### config.mk
export PLATFORM = sky130hd
export DESIGN_NAME = cl_hello_top
export DESIGN_NICKNAME = d
export VERILOG_FILES = /design/src/logic/hello_pkg.sv /design/src/logic/axil_reg_slice.sv /design/src/logic/ocl_reg_block.sv /design/src/logic/tick_counter.sv /design/src/logic/cl_hello_top.sv
export SDC_FILE = /design/constraint.sdc
export NUM_CORES = 1
export LEC_CHECK = 0
export BUFFER_PORTS_ARGS = -buffer_cell sky130_fd_sc_hd__buf_2
export CAP_MARGIN = 10
export CORE_MARGIN = 2
export CORE_UTILIZATION = 45
export DETAILED_ROUTE_END_ITERATION = 8
export GPL_TIMING_DRIVEN = 0
export SLEW_MARGIN = 20
export SYNTH_ARGS = -nofsm -noshare
export SYNTH_HDL_FRONTEND = slang
export SYNTH_SLANG_ARGS = --single-unit
### constraint.sdc
create_clock -name clk_main_a0 -period 3.1 [get_ports clk_main_a0]
set_input_delay 0.465 -clock clk_main_a0 [delete_from_list [all_inputs] [get_ports clk_main_a0]]
set_output_delay 0.465 -clock clk_main_a0 [all_outputs]
set_load 0.01 [all_outputs]
### src/logic/hello_pkg.sv
// Hello-world register map, bus widths and shared types
`default_nettype none

package hello_pkg;

  // ------------------------------
  // Widths
  // ------------------------------
  localparam int AXIL_ADDR_W = 32;
  localparam int AXIL_DATA_W = 32;
  localparam int AXIL_RESP_W = 2;
  localparam int VLED_W      = 16;
  localparam int CNT_W       = 16;
  localparam int TICK_W      = 8;

  // Bus and payload types
  typedef logic [AXIL_ADDR_W-1:0] axil_addr_t;
  typedef logic [AXIL_DATA_W-1:0] axil_data_t;
  typedef logic [AXIL_RESP_W-1:0] axil_resp_t;
  typedef logic [VLED_W-1:0]      vled_t;
  typedef logic [CNT_W-1:0]       cnt_t;
  typedef logic [TICK_W-1:0]      tick_t;

  // Only response ever returned
  localparam axil_resp_t RESP_OKAY = 2'b00;

  // ------------------------------
  // Register map
  // ------------------------------
  localparam axil_addr_t HELLO_WORLD_ADDR = 32'h0000_0500;
  localparam axil_addr_t VLED_ADDR        = 32'h0000_0504;
  localparam axil_addr_t CNT_CTRL_ADDR    = 32'h0000_0510;
  localparam axil_addr_t TICK_VALUE_ADDR  = 32'h0000_0514;
  localparam axil_addr_t LOAD_VALUE_ADDR  = 32'h0000_0518;
  localparam axil_addr_t WATERMARK_ADDR   = 32'h0000_051C;
  localparam axil_addr_t CNT_STATUS_ADDR  = 32'h0000_0520;

  // Read value for anything off the map
  localparam axil_data_t UNIMPLEMENTED_VALUE = 32'hDEAF_BEEF;

  // Control word fields, enable and one-shot stored, clear and load pulsed
  localparam int CTRL_ENABLE_BIT  = 0;
  localparam int CTRL_ONESHOT_BIT = 1;
  localparam int CTRL_CLEAR_BIT   = 2;
  localparam int CTRL_LOAD_BIT    = 3;

  // Status word, flag sits just above the count
  localparam int STATUS_FLAG_BIT = 16;

  // One-shot saturation point
  localparam cnt_t CNT_MAX = 16'hFFFF;

endpackage

`default_nettype wire

### src/logic/axil_reg_slice.sv
// AXI-Lite register slice, one buffer stage on each of the five channels
`timescale 1ns/1ps
`default_nettype none

module axil_reg_slice
  import hello_pkg::*;
(
  input  wire logic       clk_main_a0,
  input  wire logic       rst_main_n_sync,
  // Slave side, host facing
  input  wire logic       s_awvalid,
  input  wire axil_addr_t s_awaddr,
  output logic            s_awready,
  input  wire logic       s_wvalid,
  input  wire axil_data_t s_wdata,
  output logic            s_wready,
  output logic            s_bvalid,
  output axil_resp_t      s_bresp,
  input  wire logic       s_bready,
  input  wire logic       s_arvalid,
  input  wire axil_addr_t s_araddr,
  output logic            s_arready,
  output logic            s_rvalid,
  output axil_data_t      s_rdata,
  output axil_resp_t      s_rresp,
  input  wire logic       s_rready,
  // Master side, register block facing
  output logic            m_awvalid,
  output axil_addr_t      m_awaddr,
  input  wire logic       m_awready,
  output logic            m_wvalid,
  output axil_data_t      m_wdata,
  input  wire logic       m_wready,
  input  wire logic       m_bvalid,
  input  wire axil_resp_t m_bresp,
  output logic            m_bready,
  output logic            m_arvalid,
  output axil_addr_t      m_araddr,
  input  wire logic       m_arready,
  input  wire logic       m_rvalid,
  input  wire axil_data_t m_rdata,
  input  wire axil_resp_t m_rresp,
  output logic            m_rready
);

  // Stage occupancy, one flag per channel
  logic aw_full;
  logic w_full;
  logic b_full;
  logic ar_full;
  logic r_full;

  // Held payloads
  axil_addr_t aw_addr_q;
  axil_data_t w_data_q;
  axil_resp_t b_resp_q;
  axil_addr_t ar_addr_q;
  axil_data_t r_data_q;
  axil_resp_t r_resp_q;

  // ------------------------------
  // Ready and valid
  // ------------------------------
  // Accept when empty or when the held beat drains this cycle
  assign s_awready = !aw_full || m_awready;
  assign s_wready  = !w_full || m_wready;
  assign m_bready  = !b_full || s_bready;
  assign s_arready = !ar_full || m_arready;
  assign m_rready  = !r_full || s_rready;

  assign m_awvalid = aw_full;
  assign m_wvalid  = w_full;
  assign s_bvalid  = b_full;
  assign m_arvalid = ar_full;
  assign s_rvalid  = r_full;

  assign m_awaddr = aw_addr_q;
  assign m_wdata  = w_data_q;
  assign s_bresp  = b_resp_q;
  assign m_araddr = ar_addr_q;
  assign s_rdata  = r_data_q;
  assign s_rresp  = r_resp_q;

  // ------------------------------
  // Occupancy flags
  // ------------------------------
  // New beat wins over drain, so a back-to-back beat keeps the stage full
  always_ff @(posedge clk_main_a0) begin
    if (!rst_main_n_sync) begin
      aw_full <= 1'b0;
      w_full  <= 1'b0;
      b_full  <= 1'b0;
      ar_full <= 1'b0;
      r_full  <= 1'b0;
    end else begin
      if (s_awvalid && s_awready) begin
        aw_full <= 1'b1;
      end else if (m_awready) begin
        aw_full <= 1'b0;
      end
      if (s_wvalid && s_wready) begin
        w_full <= 1'b1;
      end else if (m_wready) begin
        w_full <= 1'b0;
      end
      // Response channels run the other way
      if (m_bvalid && m_bready) begin
        b_full <= 1'b1;
      end else if (s_bready) begin
        b_full <= 1'b0;
      end
      if (s_arvalid && s_arready) begin
        ar_full <= 1'b1;
      end else if (m_arready) begin
        ar_full <= 1'b0;
      end
      if (m_rvalid && m_rready) begin
        r_full <= 1'b1;
      end else if (s_rready) begin
        r_full <= 1'b0;
      end
    end
  end

  // ------------------------------
  // Payload registers
  // ------------------------------
  // Loaded only on an accepted beat, stable while stalled
  always_ff @(posedge clk_main_a0) begin
    if (s_awvalid && s_awready) begin
      aw_addr_q <= s_awaddr;
    end
    if (s_wvalid && s_wready) begin
      w_data_q <= s_wdata;
    end
    if (m_bvalid && m_bready) begin
      b_resp_q <= m_bresp;
    end
    if (s_arvalid && s_arready) begin
      ar_addr_q <= s_araddr;
    end
    if (m_rvalid && m_rready) begin
      r_data_q <= m_rdata;
      r_resp_q <= m_rresp;
    end
  end

endmodule

`default_nettype wire

### src/logic/ocl_reg_block.sv
// AXI-Lite register block with hello-world, virtual LED and counter controls
`timescale 1ns/1ps
`default_nettype none

module ocl_reg_block
  import hello_pkg::*;
(
  input  wire logic       clk_main_a0,
  input  wire logic       rst_main_n_sync,
  // AXI-Lite slave, from the slice master side
  input  wire logic       awvalid,
  input  wire axil_addr_t awaddr,
  output logic            awready,
  input  wire logic       wvalid,
  input  wire axil_data_t wdata,
  output logic            wready,
  output logic            bvalid,
  output axil_resp_t      bresp,
  input  wire logic       bready,
  input  wire logic       arvalid,
  input  wire axil_addr_t araddr,
  output logic            arready,
  output logic            rvalid,
  output axil_data_t      rdata,
  output axil_resp_t      rresp,
  input  wire logic       rready,
  // Virtual switches and LEDs
  input  wire vled_t      vdip,
  output vled_t           vled,
  // Counter side
  input  wire cnt_t       count,
  input  wire logic       count_ge_watermark,
  output logic            cnt_enable,
  output logic            cnt_oneshot,
  output logic            cnt_clear,
  output logic            cnt_load,
  output tick_t           tick_value,
  output cnt_t            load_value,
  output cnt_t            watermark
);

  // Read sequencing, address latch then decode then respond
  typedef enum logic [1:0] {
    RD_IDLE,
    RD_ADDR,
    RD_SAMPLE,
    RD_RESP
  } rd_state_t;

  logic       wr_active;
  axil_addr_t wr_addr_q;
  rd_state_t  rd_state;
  axil_addr_t rd_addr_q;
  axil_data_t rd_mux;

  axil_data_t hello_world_q;
  axil_data_t hello_swapped;
  vled_t      vled_shadow;
  vled_t      vdip_q;

  // ------------------------------
  // Write path
  // ------------------------------
  assign awready = !wr_active;
  assign wready  = wr_active && wvalid;
  assign bresp   = RESP_OKAY;

  always_ff @(posedge clk_main_a0) begin
    if (!rst_main_n_sync) begin
      wr_active <= 1'b0;
      bvalid    <= 1'b0;
    end else begin
      // Busy from address accept until the response leaves
      if (wr_active && bvalid && bready) begin
        wr_active <= 1'b0;
      end else if (awvalid && awready) begin
        wr_active <= 1'b1;
      end
      if (bvalid && bready) begin
        bvalid <= 1'b0;
      end else if (wready) begin
        bvalid <= 1'b1;
      end
    end
  end

  // Address kept for decode on the data beat
  always_ff @(posedge clk_main_a0) begin
    if (awvalid && awready) begin
      wr_addr_q <= awaddr;
    end
  end

  // Register updates on the w transfer, unmapped writes fall through
  always_ff @(posedge clk_main_a0) begin
    if (!rst_main_n_sync) begin
      hello_world_q <= '0;
      cnt_enable    <= 1'b0;
      cnt_oneshot   <= 1'b0;
      cnt_clear     <= 1'b0;
      cnt_load      <= 1'b0;
      tick_value    <= '0;
      load_value    <= '0;
      watermark     <= '0;
    end else begin
      // Pulses last one cycle by default
      cnt_clear <= 1'b0;
      cnt_load  <= 1'b0;
      if (wready) begin
        case (wr_addr_q)
          HELLO_WORLD_ADDR: hello_world_q <= wdata;
          CNT_CTRL_ADDR: begin
            cnt_enable  <= wdata[CTRL_ENABLE_BIT];
            cnt_oneshot <= wdata[CTRL_ONESHOT_BIT];
            cnt_clear   <= wdata[CTRL_CLEAR_BIT];
            cnt_load    <= wdata[CTRL_LOAD_BIT];
          end
          TICK_VALUE_ADDR: tick_value <= wdata[TICK_W-1:0];
          LOAD_VALUE_ADDR: load_value <= wdata[CNT_W-1:0];
          WATERMARK_ADDR:  watermark  <= wdata[CNT_W-1:0];
          default: ;
        endcase
      end
    end
  end

  // ------------------------------
  // Read path
  // ------------------------------
  assign arready = (rd_state == RD_IDLE);
  assign rvalid  = (rd_state == RD_RESP);
  assign rresp   = RESP_OKAY;

  always_ff @(posedge clk_main_a0) begin
    if (!rst_main_n_sync) begin
      rd_state <= RD_IDLE;
    end else begin
      case (rd_state)
        RD_IDLE:   if (arvalid) rd_state <= RD_ADDR;
        RD_ADDR:   rd_state <= RD_SAMPLE;
        RD_SAMPLE: rd_state <= RD_RESP;
        RD_RESP:   if (rready) rd_state <= RD_IDLE;
        default:   rd_state <= RD_IDLE;
      endcase
    end
  end

  // Latch address, then sample the data as rvalid rises
  always_ff @(posedge clk_main_a0) begin
    if (arvalid && arready) begin
      rd_addr_q <= araddr;
    end
    if (rd_state == RD_SAMPLE) begin
      rdata <= rd_mux;
    end
  end

  // Readback decode
  always_comb begin
    rd_mux = UNIMPLEMENTED_VALUE;
    case (rd_addr_q)
      HELLO_WORLD_ADDR: rd_mux = hello_swapped;
      VLED_ADDR:        rd_mux = {16'h0000, vled_shadow};
      CNT_CTRL_ADDR: begin
        rd_mux = '0;
        rd_mux[CTRL_ENABLE_BIT]  = cnt_enable;
        rd_mux[CTRL_ONESHOT_BIT] = cnt_oneshot;
      end
      TICK_VALUE_ADDR: rd_mux = {24'h00_0000, tick_value};
      LOAD_VALUE_ADDR: rd_mux = {16'h0000, load_value};
      WATERMARK_ADDR:  rd_mux = {16'h0000, watermark};
      CNT_STATUS_ADDR: begin
        rd_mux = {16'h0000, count};
        rd_mux[STATUS_FLAG_BIT] = count_ge_watermark;
      end
      default: ;
    endcase
  end

  // Hello-world reads back with byte order reversed
  assign hello_swapped = {hello_world_q[7:0], hello_world_q[15:8],
                          hello_world_q[23:16], hello_world_q[31:24]};

  // ------------------------------
  // Virtual LEDs
  // ------------------------------
  // Shadow trails hello-world by a cycle, LED output one more
  always_ff @(posedge clk_main_a0) begin
    if (!rst_main_n_sync) begin
      vled_shadow <= '0;
      vdip_q      <= '0;
      vled        <= '0;
    end else begin
      vled_shadow <= hello_world_q[VLED_W-1:0];
      vdip_q      <= vdip;
      // Switch off means LED off
      vled        <= vled_shadow & vdip_q;
    end
  end

endmodule

`default_nettype wire

### src/logic/tick_counter.sv
// Prescaled event counter with load, clear, one-shot and watermark flag
`timescale 1ns/1ps
`default_nettype none

module tick_counter
  import hello_pkg::*;
(
  input  wire logic  clk_main_a0,
  input  wire logic  rst_main_n_sync,
  input  wire logic  cnt_enable,
  input  wire logic  cnt_oneshot,
  input  wire logic  cnt_clear,
  input  wire logic  cnt_load,
  input  wire tick_t tick_value,
  input  wire cnt_t  load_value,
  input  wire cnt_t  watermark,
  output cnt_t       count,
  output logic       count_ge_watermark
);

  tick_t tick_cnt;
  logic  tick;

  // Wrap point of the prescaler
  // Compare with >= so a smaller tick_value cannot strand the prescaler
  assign tick = cnt_enable && (tick_cnt >= tick_value);

  // ------------------------------
  // Prescaler
  // ------------------------------
  always_ff @(posedge clk_main_a0) begin
    if (!rst_main_n_sync || cnt_clear) begin
      tick_cnt <= '0;
    end else if (tick) begin
      tick_cnt <= '0;
    end else if (cnt_enable) begin
      tick_cnt <= tick_cnt + 1'b1;
    end
  end

  // ------------------------------
  // Main count
  // ------------------------------
  // Clear beats load, load beats counting
  always_ff @(posedge clk_main_a0) begin
    if (!rst_main_n_sync || cnt_clear) begin
      count <= '0;
    end else if (cnt_load) begin
      count <= load_value;
    end else if (tick && !(cnt_oneshot && (count == CNT_MAX))) begin
      // One-shot holds at the top, otherwise wraps
      count <= count + 1'b1;
    end
  end

  // Registered watermark compare
  always_ff @(posedge clk_main_a0) begin
    if (!rst_main_n_sync) begin
      count_ge_watermark <= 1'b0;
    end else begin
      count_ge_watermark <= (count >= watermark);
    end
  end

endmodule

`default_nettype wire

### src/logic/cl_hello_top.sv
// Hello-world top level, reset sync, AXI-Lite slice, registers and counter
`timescale 1ns/1ps
`default_nettype none

module cl_hello_top
  import hello_pkg::*;
(
  input  wire logic       clk_main_a0,
  input  wire logic       rst_main_n,
  // Host AXI-Lite port
  input  wire logic       awvalid,
  input  wire axil_addr_t awaddr,
  output logic            awready,
  input  wire logic       wvalid,
  input  wire axil_data_t wdata,
  output logic            wready,
  output logic            bvalid,
  output axil_resp_t      bresp,
  input  wire logic       bready,
  input  wire logic       arvalid,
  input  wire axil_addr_t araddr,
  output logic            arready,
  output logic            rvalid,
  output axil_data_t      rdata,
  output axil_resp_t      rresp,
  input  wire logic       rready,
  // Virtual switches and LEDs
  input  wire vled_t      vdip,
  output vled_t           vled
);

  logic rst_pre_n;
  logic rst_main_n_sync;

  // Slice to register block
  logic       m_awvalid;
  axil_addr_t m_awaddr;
  logic       m_awready;
  logic       m_wvalid;
  axil_data_t m_wdata;
  logic       m_wready;
  logic       m_bvalid;
  axil_resp_t m_bresp;
  logic       m_bready;
  logic       m_arvalid;
  axil_addr_t m_araddr;
  logic       m_arready;
  logic       m_rvalid;
  axil_data_t m_rdata;
  axil_resp_t m_rresp;
  logic       m_rready;

  // Register block to counter
  logic  cnt_enable;
  logic  cnt_oneshot;
  logic  cnt_clear;
  logic  cnt_load;
  tick_t tick_value;
  cnt_t  load_value;
  cnt_t  watermark;
  cnt_t  count;
  logic  count_ge_watermark;

  // ------------------------------
  // Reset synchronizer
  // ------------------------------
  // Asserts at once, releases after two clock edges
  always_ff @(posedge clk_main_a0 or negedge rst_main_n) begin
    if (!rst_main_n) begin
      rst_pre_n       <= 1'b0;
      rst_main_n_sync <= 1'b0;
    end else begin
      rst_pre_n       <= 1'b1;
      rst_main_n_sync <= rst_pre_n;
    end
  end

  // Timing stage on the host port
  axil_reg_slice i_slice (
    .clk_main_a0     (clk_main_a0),
    .rst_main_n_sync (rst_main_n_sync),
    .s_awvalid       (awvalid),
    .s_awaddr        (awaddr),
    .s_awready       (awready),
    .s_wvalid        (wvalid),
    .s_wdata         (wdata),
    .s_wready        (wready),
    .s_bvalid        (bvalid),
    .s_bresp         (bresp),
    .s_bready        (bready),
    .s_arvalid       (arvalid),
    .s_araddr        (araddr),
    .s_arready       (arready),
    .s_rvalid        (rvalid),
    .s_rdata         (rdata),
    .s_rresp         (rresp),
    .s_rready        (rready),
    .m_awvalid       (m_awvalid),
    .m_awaddr        (m_awaddr),
    .m_awready       (m_awready),
    .m_wvalid        (m_wvalid),
    .m_wdata         (m_wdata),
    .m_wready        (m_wready),
    .m_bvalid        (m_bvalid),
    .m_bresp         (m_bresp),
    .m_bready        (m_bready),
    .m_arvalid       (m_arvalid),
    .m_araddr        (m_araddr),
    .m_arready       (m_arready),
    .m_rvalid        (m_rvalid),
    .m_rdata         (m_rdata),
    .m_rresp         (m_rresp),
    .m_rready        (m_rready)
  );

  // Register map and LED logic
  ocl_reg_block i_regs (
    .clk_main_a0        (clk_main_a0),
    .rst_main_n_sync    (rst_main_n_sync),
    .awvalid            (m_awvalid),
    .awaddr             (m_awaddr),
    .awready            (m_awready),
    .wvalid             (m_wvalid),
    .wdata              (m_wdata),
    .wready             (m_wready),
    .bvalid             (m_bvalid),
    .bresp              (m_bresp),
    .bready             (m_bready),
    .arvalid            (m_arvalid),
    .araddr             (m_araddr),
    .arready            (m_arready),
    .rvalid             (m_rvalid),
    .rdata              (m_rdata),
    .rresp              (m_rresp),
    .rready             (m_rready),
    .vdip               (vdip),
    .vled               (vled),
    .count              (count),
    .count_ge_watermark (count_ge_watermark),
    .cnt_enable         (cnt_enable),
    .cnt_oneshot        (cnt_oneshot),
    .cnt_clear          (cnt_clear),
    .cnt_load           (cnt_load),
    .tick_value         (tick_value),
    .load_value         (load_value),
    .watermark          (watermark)
  );

  // Event counter under register control
  tick_counter i_counter (
    .clk_main_a0        (clk_main_a0),
    .rst_main_n_sync    (rst_main_n_sync),
    .cnt_enable         (cnt_enable),
    .cnt_oneshot        (cnt_oneshot),
    .cnt_clear          (cnt_clear),
    .cnt_load           (cnt_load),
    .tick_value         (tick_value),
    .load_value         (load_value),
    .watermark          (watermark),
    .count              (count),
    .count_ge_watermark (count_ge_watermark)
  );

endmodule

`default_nettype wire

Yosys cells after proc, flatten, opt, wreduce, memory -nomap -nowiden
Cells that the tools add are included.
Cells by class
  equal/unequal tests: 19
  bitwise operators: 2
  multiplexer cells: 16
  reductions and logical operators: 43
  $add $sub $neg: 2
  $lt $le $gt $ge: 2
Operators with widths (count)
  32-bit by 11-bit == test with 1-bit output (second input constant): 12
  32-bit case mux with 7 select lines: 1
  16-bit 2-to-1 mux: 2
  16-bit by 1-bit adder with 16-bit output (second input constant): 1
  16-bit bitwise AND: 1
  16-bit == test (second input constant): 1
  16-bit >= comparator: 1
  1-bit logical AND: 13
  2-bit AND reduction: 6
  1-bit 2-to-1 mux: 10
  2-bit nonzero test: 5
  8-bit by 1-bit adder with 8-bit output (second input constant): 1
  8-bit >= comparator: 1
  1-bit logical NOT: 8
  2-bit case mux with 4 select lines: 1
  1-bit logical OR: 6
  2-bit != test (second input constant): 3
  2-bit OR reduction: 3
  2-bit == test (second input constant): 2
  2-bit 2-to-1 mux: 2
  3-bit AND reduction: 1
  2-bit by 1-bit == test with 1-bit output (second input constant): 1
  2-bit logical NOT: 1
  1-bit NOT: 1
Word-level totals
  output and inout bits: 57
  bits of input ports: 119
  flip-flop bits (word level): 384
  logic and storage cells: 115

Longest topological paths before layout
Gate-level depths: netlist (run 1).
  depth after elaboration: 6
  mapped depth: 9
  depth with buffers taken out: 8

Cells and area by module
A second synthesis (run 1) with hierarchy kept.
Second synthesis, totals
  cells, all modules: 1061
  area, all modules: 14493.9 µm²
Modules (own cells, without submodules)
  ocl_reg_block: cells an instance 674, times used 1, area each 8344.3 µm², seq. area each 5445.2 µm²
  axil_reg_slice: cells an instance 157, times used 1, area each 4251.6 µm², seq. area each 4063.9 µm²
  tick_counter: cells an instance 227, times used 1, area each 1844.3 µm², seq. area each 500.5 µm²
  cl_hello_top: cells an instance 3, times used 1, area each 53.8 µm², seq. area each 50.0 µm²

Worst setup path before layout (run 1)
OpenSTA, ideal clock, no wires.
  path type: register -> register
  start point: register i_regs.rd_state[1]
  end point: register i_slice.r_data_q[0], in the netlist i_slice.s_rdata[0] (enable)
  clock period less this slack: 2.419 ns
  buffers on the path: 0
  setup slack: 0.681 ns
  required time: 2.675 ns
  arrival: 1.994 ns
  library setup time: 0.425 ns
  cell stages (with the launch flop): 3
  cells stage by stage: dfxtp_1 > ha_1 > nor2b_1
On the way
  cells in the longest elaborated chain, start to end: 2
Ends and longest elaborated chain
  from (decl): RTL line ocl_reg_block.sv:52  | rd_state_t rd_state;
  from (signal assigned): RTL line ocl_reg_block.sv:136  | rd_state <= RD_IDLE;
  from (signal assigned): RTL line ocl_reg_block.sv:139  | RD_IDLE: if (arvalid) rd_state <= RD_ADDR;
  from (signal assigned): RTL line ocl_reg_block.sv:140  | RD_ADDR: rd_state <= RD_SAMPLE;
  2-bit == test: RTL line ocl_reg_block.sv:131  | assign rvalid = (rd_state == RD_RESP);
  1-bit logical AND: RTL line axil_reg_slice.sv:142  | if (m_rvalid && m_rready) begin
  to (signal assigned): RTL line axil_reg_slice.sv:143  | r_data_q <= m_rdata;
  to (decl): RTL line axil_reg_slice.sv:58  | axil_data_t r_data_q;
Every way passes these cells.
A chain may end at the register's enable or synchronous reset.

Worst setup path in the final report (run 1)
  start point: register i_regs.rd_addr_q[25]
  end point: register i_regs.rdata[4] (data pin)
On the way
  cells in the longest elaborated chain, start to end: 2
  elaborated cells on any way between the ends: 8
  classes of those cells: eq/ne (7); mux (1)
Ends and longest elaborated chain
  from (decl): RTL line ocl_reg_block.sv:53  | axil_addr_t rd_addr_q;
  from (signal assigned): RTL line ocl_reg_block.sv:151  | rd_addr_q <= araddr;
  32-bit by 11-bit == test with 1-bit output: RTL line ocl_reg_block.sv:161  | case (rd_addr_q)
  32-bit case mux with 7 select lines (*): RTL line ocl_reg_block.sv:161
  named net i_regs.rd_mux[4]: RTL line ocl_reg_block.sv:54  | axil_data_t rd_mux;
  to (signal assigned): RTL line ocl_reg_block.sv:154  | rdata <= rd_mux;
  to (decl): RTL line ocl_reg_block.sv:24  | output axil_data_t rdata,
Mark *: on every way through the listed nets, which the timed path passes. The rest lies on a longest branch.

==> results.cfg, run 1 <==
[status]
status = finished clean

[critical_path]
cp-end-kind = flip-flop
cp_data_arrival_time_ns = 3.29
rr_worst_depth = 7
crit_type = flip-flop to flip-flop
regToRegStartpoint = i_regs.rd_addr_q[25]$_DFFE_PP_
regToRegSetupSlack_ns = 0.14
r2r_end = i_regs.rdata[4]$_DFFE_PP_
cp_data_required_time_ns = 3.43
startpoint = i_regs.rd_addr_q[25]$_DFFE_PP_
crit_path_max_fanout = 10
cp-endpoint = i_regs.rdata[4]$_DFFE_PP_
startpoint_type = flip-flop

[sta]
fin_crit_sh_pct = 95.54
slew_headroom_pct = 36.41
worst_pin_slew_ns = 0.9451
slew_violations = 0
rsz0062_at_grt = false
finalClockSkew_ns = 0.01724
fmax_mhz = 337.7
post-route-min-period_ns = 2.962
whs_ns = 0.09593
setup_viol = 0
timing.final.hold_violations = 0

[route]
first_iter_violations = 475
ant_nets = 0
routed_via_density = 5.073
drc = 0
dr.pass1.iters = 5
wl_per_cell_microns = 18.35
drt_wl_total_microns = 31340
num_vias = 8665

[global_routing]
grt_pass1_vias = 8469
grt_first_pass_wirelength_microns = 48510
antenna_found_initial = 6
gr-total-overflow = 0
grt_max_degree = 33
grt_use_total_pct = 19.20

[clock_tree]
cts_tree = yes
cts_sinks = 384
clock_latency_ns = 0.54
clockBufferDepth = 3
clock-root-buffer = clkbuf_16
cts_buffers = 40
h-tree-depth = 2
clk_pin_slew_ns = 0.06

[yosys]
avgSynthCellArea_sq_um = 13.63
ys_seq_elements = 384
synthTopCellsByCount = edfxtp_1 (224), dfxtp_1 (158), mux2i_1 (81)
async_flop_share_pct = 0.5208
yosys_warnings = 0
synth_top_area_share_pct = 46.94
synth_most_common_cell = edfxtp_1
postSynthCellCount = 1051
synth_edf_count = 224
ys_types = 67
yosysSeqAreaShare_pct = 69.37
yosys.area.top_type = edfxtp_1
synthFlopType = edfxtp_1
synthTopCellsByArea = edfxtp_1 (47%), dfxtp_1 (22%), mux2i_1 (5.7%), nor2b_1 (2.6%), ha_1 (2.5%)
netlist_area_sq_um = 14330

[floorplan]
rows = 65
ios = 176
die_w_microns = 182.4
fp.dieH_microns = 182.4
core_sq_um = 31470
die_area_sq_um = 33280
initial_core_util_pct = 45.53

[placed_design]
dpl.cell_count = 1631
gp_congestion = 0.8881
io_buffers = 171
dpl.hpwl_microns = 23380

[min_path]
holdCritPathClass = input pin to flip-flop

[cells_and_area]
final_nets = 1420
fillerInstances = 2639
drive_above_1_share_pct = 21.17
layout.cells.non_filler = 1708
syn_to_final_growth_pct = 19.80

[power_and_ir_drop]
peakVddDrop_v = 0.0004870
power_density_nw_per_um2 = 654.3
leakage_nw = 5.943
total_power_mw = 11.23

[run]
cap_violations = 0
## timing repair
item                                   CTS  global route
endpoints found under the hold margin    2             0
hold buffers                             1             0
gates resized for setup                  0             0
setup buffers                            0             0
## routing by layer
metal  GRT usage (%)  wire length (microns)
met4           6.226                    869
met5               0                     44
met1           26.32                  14300
met2           30.70                  14360
met3           4.031                   1767
## report_power, final
part           switching (mW)  total, mW  internal (mW)  leakage (nW)
Combinational           0.412      0.624          0.212          2.05
Sequential             0.0834       5.82           5.74          3.24
Clock                    1.92       4.79           2.87         0.651
Total                    2.42       11.2           8.82          5.94
## cell families (layout without fill, tap and decap cells)
family,count (synthesis),count (layout),synth area share (%)
other,2,7,0.05241
AOI/OAI and AO/OA,126,126,5.719
muxes,87,87,6.130
DFF,384,384,69.37
adders and majority gates,29,29,2.532
xor gates and xnor gates,20,20,1.223
and+or+nand+nor,316,316,12.04
buffers and inverters,87,337,2.934
## state kept, by name, summed over array words and instances (netlist names), 2 cells and up
| name | cells |
|---|---|
| i_regs.load_value | 16 |
| i_slice.m_araddr | 32 |
| i_counter.tick_cnt | 8 |
| i_regs.vled | 16 |
| i_slice.s_rdata | 32 |
| i_regs.vled_shadow | 16 |
| i_regs.rd_state | 2 |
| i_regs.rd_addr_q | 32 |
| i_regs.watermark | 16 |
| i_regs.hello_world_q | 32 |
| i_regs.rdata | 32 |
| i_slice.m_awaddr | 32 |
| i_regs.tick_value | 8 |
| i_counter.count | 16 |
| i_regs.vdip_q | 16 |
| i_regs.wr_addr_q | 32 |
| i_slice.m_wdata | 32 |
## layout by cell type (no fill, tap or decap), drive strengths merged, types with 22 or more instances in the layout
cell type	instances
mux2i	81
nand3	26
nor2	30
buf	196
ha	29
inv	34
edfxtp	224
nor2b	60
clkbuf	91
nand2	72
and3	22
o21ai	44
and2	44
dfxtp	158
a21oi	24
## stage by stage
step | area, sq um | setup slack (ns) | TNS [ns] | utilization (%)
6_report | 17170 | 0.1384 | 0 | 54.54
5_1_grt | 17160 | 0.01288 | 0 | 54.53
4_1_cts | 17160 | 0.08565 | 0 | 54.53
3_5_place_dp | 15810 | 0.1115 | 0 | 50.23
3_3_place_gp | 15700 | -0.1575 | -4.862 | 49.88
2_1_floorplan | 14340 | 0.6811 | 0 | -
## how the worst min path moves through the flow
stage	startpoint	to	depth (start not counted)	slack, ns
floorplan	rst_main_n	rst_main_n_sync$_DFF_PN0_	0	0.17
global placement	rst_main_n	rst_pre_n$_DFF_PN0_	1	0.25
detailed placement	rst_main_n	rst_pre_n$_DFF_PN0_	1	0.25
CTS	awaddr[1]	i_slice.m_awaddr[1]$_DFFE_PP_	1	0.08
global route	awaddr[25]	i_slice.m_awaddr[25]$_DFFE_PP_	1	0.07
finish	wdata[27]	i_slice.m_wdata[27]$_DFFE_PP_	1	0.1
## final cells by class
type,instances,area (sq um),share of cell area [%]
antenna,2,5.005,0.02915
buffer,53,292.8,1.706
clock buffer,61,1169,6.808
clock inverter,13,173.9,1.013
inverter,34,127.6,0.7434
multi-input combinational,583,4003,23.32
sequential,384,9940,57.90
tap,402,503.0,2.930
timing repair buffer,176,953.4,5.554
## worst max-delay path, cell delays in order, from the launching register on
cell and delay (ns):
edfxtp_1 0.36, nor4_1 0.31, and4_1 0.26, nand4_1 0.22
nor4_1 0.85, buf_2 0.42, nand2_1 0.14, o21ai_1 0.19
No activity file was read; power rests on OpenSTA's default activity.
==> run 2: changes to the inputs <==
--- a/config.mk
+++ b/config.mk
@@ -9,6 +9,7 @@
 export CAP_MARGIN = 10
 export CORE_MARGIN = 2
 export CORE_UTILIZATION = 45
+export CTS_BUF_LIST = sky130_fd_sc_hd__clkbuf_4
 export DETAILED_ROUTE_END_ITERATION = 8
 export GPL_TIMING_DRIVEN = 0
 export SLEW_MARGIN = 20
==> run 2 against run 1 <==
Compared with the run above: final cell count up 13%; clock power fell by 11%; utilization is 3.4 points higher; worst hold slack better by 0.027 ns; via count is 11% higher; non-clock buffer count increased by 116; fmax increased by 6.2%; sequential power is essentially flat; routed wire length rose by 9.5%; die area did not move; register-to-register slack improved by 0.17 ns.
==> results.cfg, run 2 (synthesis gave the netlist of run 1 again) <==
[power_and_ir_drop]
power_density_nw_per_um2 = 592.2
peakVddDrop_v = 0.0004360
leakage_nw = 6.531

[sta]
setup_viol = 0
rsz0062_at_grt = false
fin_crit_sh_pct = 89.97
worst_pin_slew_ns = 0.8298
finalClockSkew_ns = 0.04919
fmax_mhz = 358.5
slew_headroom_pct = 44.68
slew_violations = 0
timing.final.hold_violations = 0
post-route-min-period_ns = 2.789

[critical_path]
cp-end-kind = flip-flop
cp_data_arrival_time_ns = 3.23
startpoint_type = flip-flop
cp_data_required_time_ns = 3.54
crit_type = flip-flop to flip-flop
crit_path_max_fanout = 10

[placed_design]
gp_congestion = 0.8881
dpl.cell_count = 1631
dpl.hpwl_microns = 23380
io_buffers = 171
dpl_cell_area_sq_um = 15810

[run]
cap_violations = 0

[global_routing]
gr-total-overflow = 0
grt_use_total_pct = 21.08
grt_first_pass_wirelength_microns = 53260
grt_max_degree = 33
grt_pass1_vias = 9758
antenna_found_initial = 3

[route]
first_iter_violations = 550
drt_wl_total_microns = 34330
wl_per_cell_microns = 17.83
drc = 0
routed_via_density = 4.990
num_vias = 9605
ant_nets = 0
dr.pass1.iters = 7

[floorplan]
rows = 65
ios = 176
die_w_microns = 182.4
die_area_sq_um = 33280
core_sq_um = 31470
initial_core_util_pct = 45.53
fp.dieH_microns = 182.4

[clock_tree]
clk_pin_slew_ns = 0.06
cts_sinks = 384
h-tree-depth = 3
clock_latency_ns = 0.73
cts_buffers = 97
cts_tree = yes
clockBufferDepth = 3
clock-root-buffer = clkbuf_4

[cells_and_area]
fin_area_sq_um = 18250
mostFrequentLayoutCells = edfxtp_1 (224), buf_2 (177), dfxtp_1 (158)
fillerInstances = 2537
fin_util_pct = 57.98
mostFrequentLayoutCell = edfxtp_1
drive_above_1_share_pct = 25.05
final_nets = 1593
syn_to_final_growth_pct = 27.37
layout.cells.non_filler = 1925

[status]
status = finished clean

[min_path]
holdCritPathClass = input pin to flip-flop
==> run 2: area by class of cell <==
| cell class | count | area [sq um] | area share (%) |
|---|---|---|---|
| Clock inverter | 20 | 95.09 | 0.5210 |
| Buffer | 53 | 292.8 | 1.604 |
| Tap cell | 402 | 503.0 | 2.756 |
| Sequential cell | 384 | 9940 | 54.46 |
| Antenna cell | 2 | 5.005 | 0.02742 |
| Timing Repair Buffer | 292 | 2115 | 11.59 |
| Clock buffer | 155 | 1164 | 6.376 |
| Multi-Input combinational cell | 583 | 4009 | 21.97 |
| Inverter | 34 | 127.6 | 0.6993 |
==> run 2: repair_timing <==
action | CTS | global route
resized for setup | 0 | 1
hold endpoints to repair | 117 | 0
setup endpoints to repair | 0 | 1
hold buffers | 117 | 0
setup buffers | 0 | 0
==> run 2: where the power goes <==
group / switching (mW) / internal [mW] / total (mW) / leakage (nW)
Combinational: 0.441 / 0.308 / 0.749 / 2.54
Sequential: 0.0849 / 5.73 / 5.82 / 3.24
Clock: 1.98 / 2.26 / 4.24 / 0.755
Total: 2.50 / 8.30 / 10.8 / 6.53
==> run 2: worst paths after layout <==
kind                                                start                       endpoint  slack (ns)  depth (start not counted)
hold reg to reg                       rst_pre_n$_DFF_PN0_      rst_main_n_sync$_DFF_PN0_        0.34                          0
max in group asynchronous                      rst_main_n            rst_pre_n$_DFF_PN0_        2.39                          3
setup / recovery           i_regs.rd_addr_q[25]$_DFFE_PP_     i_regs.rdata[25]$_DFFE_PP_        0.31                          7
min in group asynchronous                      rst_main_n      rst_main_n_sync$_DFF_PN0_        0.57                          3
setup reg to reg           i_regs.rd_addr_q[25]$_DFFE_PP_     i_regs.rdata[25]$_DFFE_PP_        0.31                          7
hold / removal                                     bready  i_slice.s_bvalid$_SDFFE_PN0P_        0.12                          3
==> run 2: per-layer routing <==
metal | up-vias | global-route usage, % | part of all wire [%]
li1 | 4669 | - | -
met1 | 4528 | 26.82 | 43
met2 | 338 | 35.01 | 48
met3 | 70 | 4.809 | 6.1
met4 | 0 | 8.548 | 2.8
met5 | - | 0 | 0
==> run 2: metrics by stage <==
| stage | TNS (ns) | power [mW] | setup slack (ns) | hold slack [ns] |
|---|---|---|---|---|
| after floorplan | 0 | 6.265 | 0.6811 | 0.1694 |
| after global placement | -4.862 | 6.515 | -0.1575 | 0.2507 |
| after detailed placement | 0 | 6.561 | 0.1115 | 0.2536 |
| after CTS | 0 | 10.94 | 0.05435 | 0.04003 |
| after global routing | 0 | 11.32 | 0.06067 | 0.07254 |
| final | 0 | 10.81 | 0.3109 | 0.1233 |
==> run 2: worst max-delay path: stages, from the launching register on <==
cell	delay [ns]
edfxtp_1	0.36
nor4_1	0.32
and4_1	0.27
nand4_1	0.24
clkbuf_1	0.32
a221oi_2	0.57
buf_2	0.34
nand2_1	0.10
==> run 3: changes to the inputs <==
--- a/config.mk
+++ b/config.mk
@@ -11,6 +11,7 @@
 export CORE_UTILIZATION = 45
 export CTS_BUF_LIST = sky130_fd_sc_hd__clkbuf_4
 export DETAILED_ROUTE_END_ITERATION = 8
+export GPL_ROUTABILITY_DRIVEN = 0
 export GPL_TIMING_DRIVEN = 0
 export SLEW_MARGIN = 20
 export SYNTH_ARGS = -nofsm -noshare
==> constraint.sdc (replaced) <==
create_clock -name clk_main_a0 -period 3.1 [get_ports clk_main_a0]
set_input_delay 0.155 -clock clk_main_a0 [delete_from_list [all_inputs] [get_ports clk_main_a0]]
set_output_delay 0.155 -clock clk_main_a0 [all_outputs]
set_load 0.01 [all_outputs]
==> run 3 against run 2 <==
Compared with the run above: non-clock buffer count grew 2; first-iteration DRC count increased by 3.6%; routed wire length up 0.66%; largest power group unchanged; register-to-register slack lost 0.04 ns; clock skew grew 0.0019 ns.
==> results.cfg, run 3 (synthesis gave the netlist of run 1 again) <==
[critical_path]
cp_data_required_time_ns = 3.54
crit_path_max_fanout = 10
regToRegSetupSlack_ns = 0.27
cp_data_arrival_time_ns = 3.27
crit_chain = nor4_1 > and4_1 > nand4_1 > clkbuf_1 > a221oi_2 > buf_2 > nand2_1
cp_slowest_cell = a221oi_2
cp.buffers_inverters = 2
cp-end-kind = flip-flop
r2r_end = i_regs.rdata[25]$_DFFE_PP_
rr_worst_depth = 7
crit_type = flip-flop to flip-flop
startpoint_type = flip-flop
startpoint = i_regs.rd_addr_q[25]$_DFFE_PP_
critPathTopFamily = simple AND/OR/NAND/NOR gates
regToRegStartpoint = i_regs.rd_addr_q[25]$_DFFE_PP_
slowest_delay_ns = 0.58

[global_routing]
antenna_found_initial = 4
grt_max_degree = 33
grt_pass1_vias = 9668
gr-total-overflow = 0
grt_use_total_pct = 21.16
grt_first_pass_wirelength_microns = 53290

[cells_and_area]
mostFrequentLayoutCells = edfxtp_1 (224), buf_2 (177), dfxtp_1 (158)
final_nets = 1595
mostFrequentLayoutCell = edfxtp_1
fin_util_pct = 58.06
drive_above_1_share_pct = 25.02
syn_to_final_growth_pct = 27.52

[status]
status = finished clean

[floorplan]
die_area_sq_um = 33280
core_sq_um = 31470
die_w_microns = 182.4
initial_core_util_pct = 45.53
rows = 65
fp.dieH_microns = 182.4
ios = 176

[route]
wl_per_cell_microns = 17.92
dr.pass1.iters = 7
num_vias = 9603
drc = 0
drt_wl_total_microns = 34550
routed_via_density = 4.981
first_iter_violations = 570
ant_nets = 0

[min_path]
holdCritPathClass = input pin to flip-flop
worstHoldStart = araddr[8]
whs_endpoint = i_slice.m_araddr[8]$_DFFE_PP_
whs_path_depth = 2

[clock_tree]
clock_latency_ns = 0.73
clock-root-buffer = clkbuf_4
clockBufferDepth = 3
clk_pin_slew_ns = 0.09
cts_buffers = 97
cts_tree = yes
h-tree-depth = 3
cts_sinks = 384
cts_setup_buffers = 0

[sta]
slew_violations = 0
worst_pin_slew_ns = 0.8506
timing.final.hold_violations = 0
post-route-min-period_ns = 2.832
finalClockSkew_ns = 0.05106
setup_viol = 0
setup_tns_ns = 0
slew_headroom_pct = 43.29
fmax_mhz = 353.2
fin_crit_sh_pct = 91.34
fin_ws_ns = 0.2684
rsz0062_at_grt = false

[power_and_ir_drop]
power_density_nw_per_um2 = 592.6
leakage_nw = 6.539
peakVddDrop_v = 0.0004270

[placed_design]
io_buffers = 171
pre_cts_slack_ns = 0.1115
dpl.hpwl_microns = 23380

[run]
cap_violations = 0
run 3: per-stage QoR:
step / instances / hold slack [ns] / area, sq um / total power [mW]
after floorplan: 1054 / -0.1406 / 14340 / 6.265
after global placement: 1627 / -0.05934 / 15700 / 6.515
after detailed placement: 1631 / -0.05638 / 15810 / 6.561
after CTS: 1925 / 0.05285 / 18260 / 10.94
after global routing: 1928 / 0.04215 / 18270 / 11.34
final: 1928 / 0.1275 / 18270 / 10.83
run 3: timing repair:
item | 4_1_cts | 5_1_grt
endpoints found under the hold margin | 134 | 0
resized for setup | 0 | 1
hold buffers | 119 | 0
endpoints found under the setup margin | 0 | 1
run 3: worst max-delay path by stage:
stage | slack (ns) | cells after the start | to
2_1_floorplan | 0.68 | 2 | i_slice.s_rdata[0]$_DFFE_PP_
4_1_cts | 0.05 | 7 | i_regs.rdata[4]$_DFFE_PP_
3_5_place_dp | 0.11 | 7 | i_regs.rdata[4]$_DFFE_PP_
5_1_grt | 0.05 | 7 | i_regs.rdata[25]$_DFFE_PP_
6_report | 0.27 | 7 | i_regs.rdata[25]$_DFFE_PP_
3_3_place_gp | -0.12 | 2 | i_slice.s_rdata[2]$_DFFE_PP_
run 3: where the power goes:
part	switching [mW]	internal (mW)	leakage, nW
clock network	1.99	2.26	0.755
logic	0.444	0.309	2.55
registers	0.0857	5.73	3.24
run 3: area by class of cell:
cell class,instances,area [sq um]
Clock buffer,155,1164
Antenna cell,3,7.507
Multi-Input combinational cell,583,4009
Timing Repair Buffer,294,2135
Tap cell,402,503.0
Inverter,34,127.6
Fill cell,2514,13200
Buffer,53,292.8
Clock inverter,20,95.09
Sequential cell,384,9940
run 3: worst register-to-register path: stages (launching register included):
cell      delay (ns)
edfxtp_1        0.36
nor4_1          0.32
and4_1          0.26
nand4_1         0.25
clkbuf_1        0.33
a221oi_2        0.59
buf_2           0.34
nand2_1         0.10
run 3: metal layers:
layer | part of all wire (%) | wire length, microns | up-vias | track usage, %
li1 | - | - | 4671 | -
met1 | 43 | 14840 | 4523 | 26.61
met2 | 48 | 16690 | 345 | 35.65
met3 | 6.1 | 2104 | 64 | 4.969
met4 | 2.7 | 917 | 0 | 8.065
met5 | 0 | 0 | - | 0
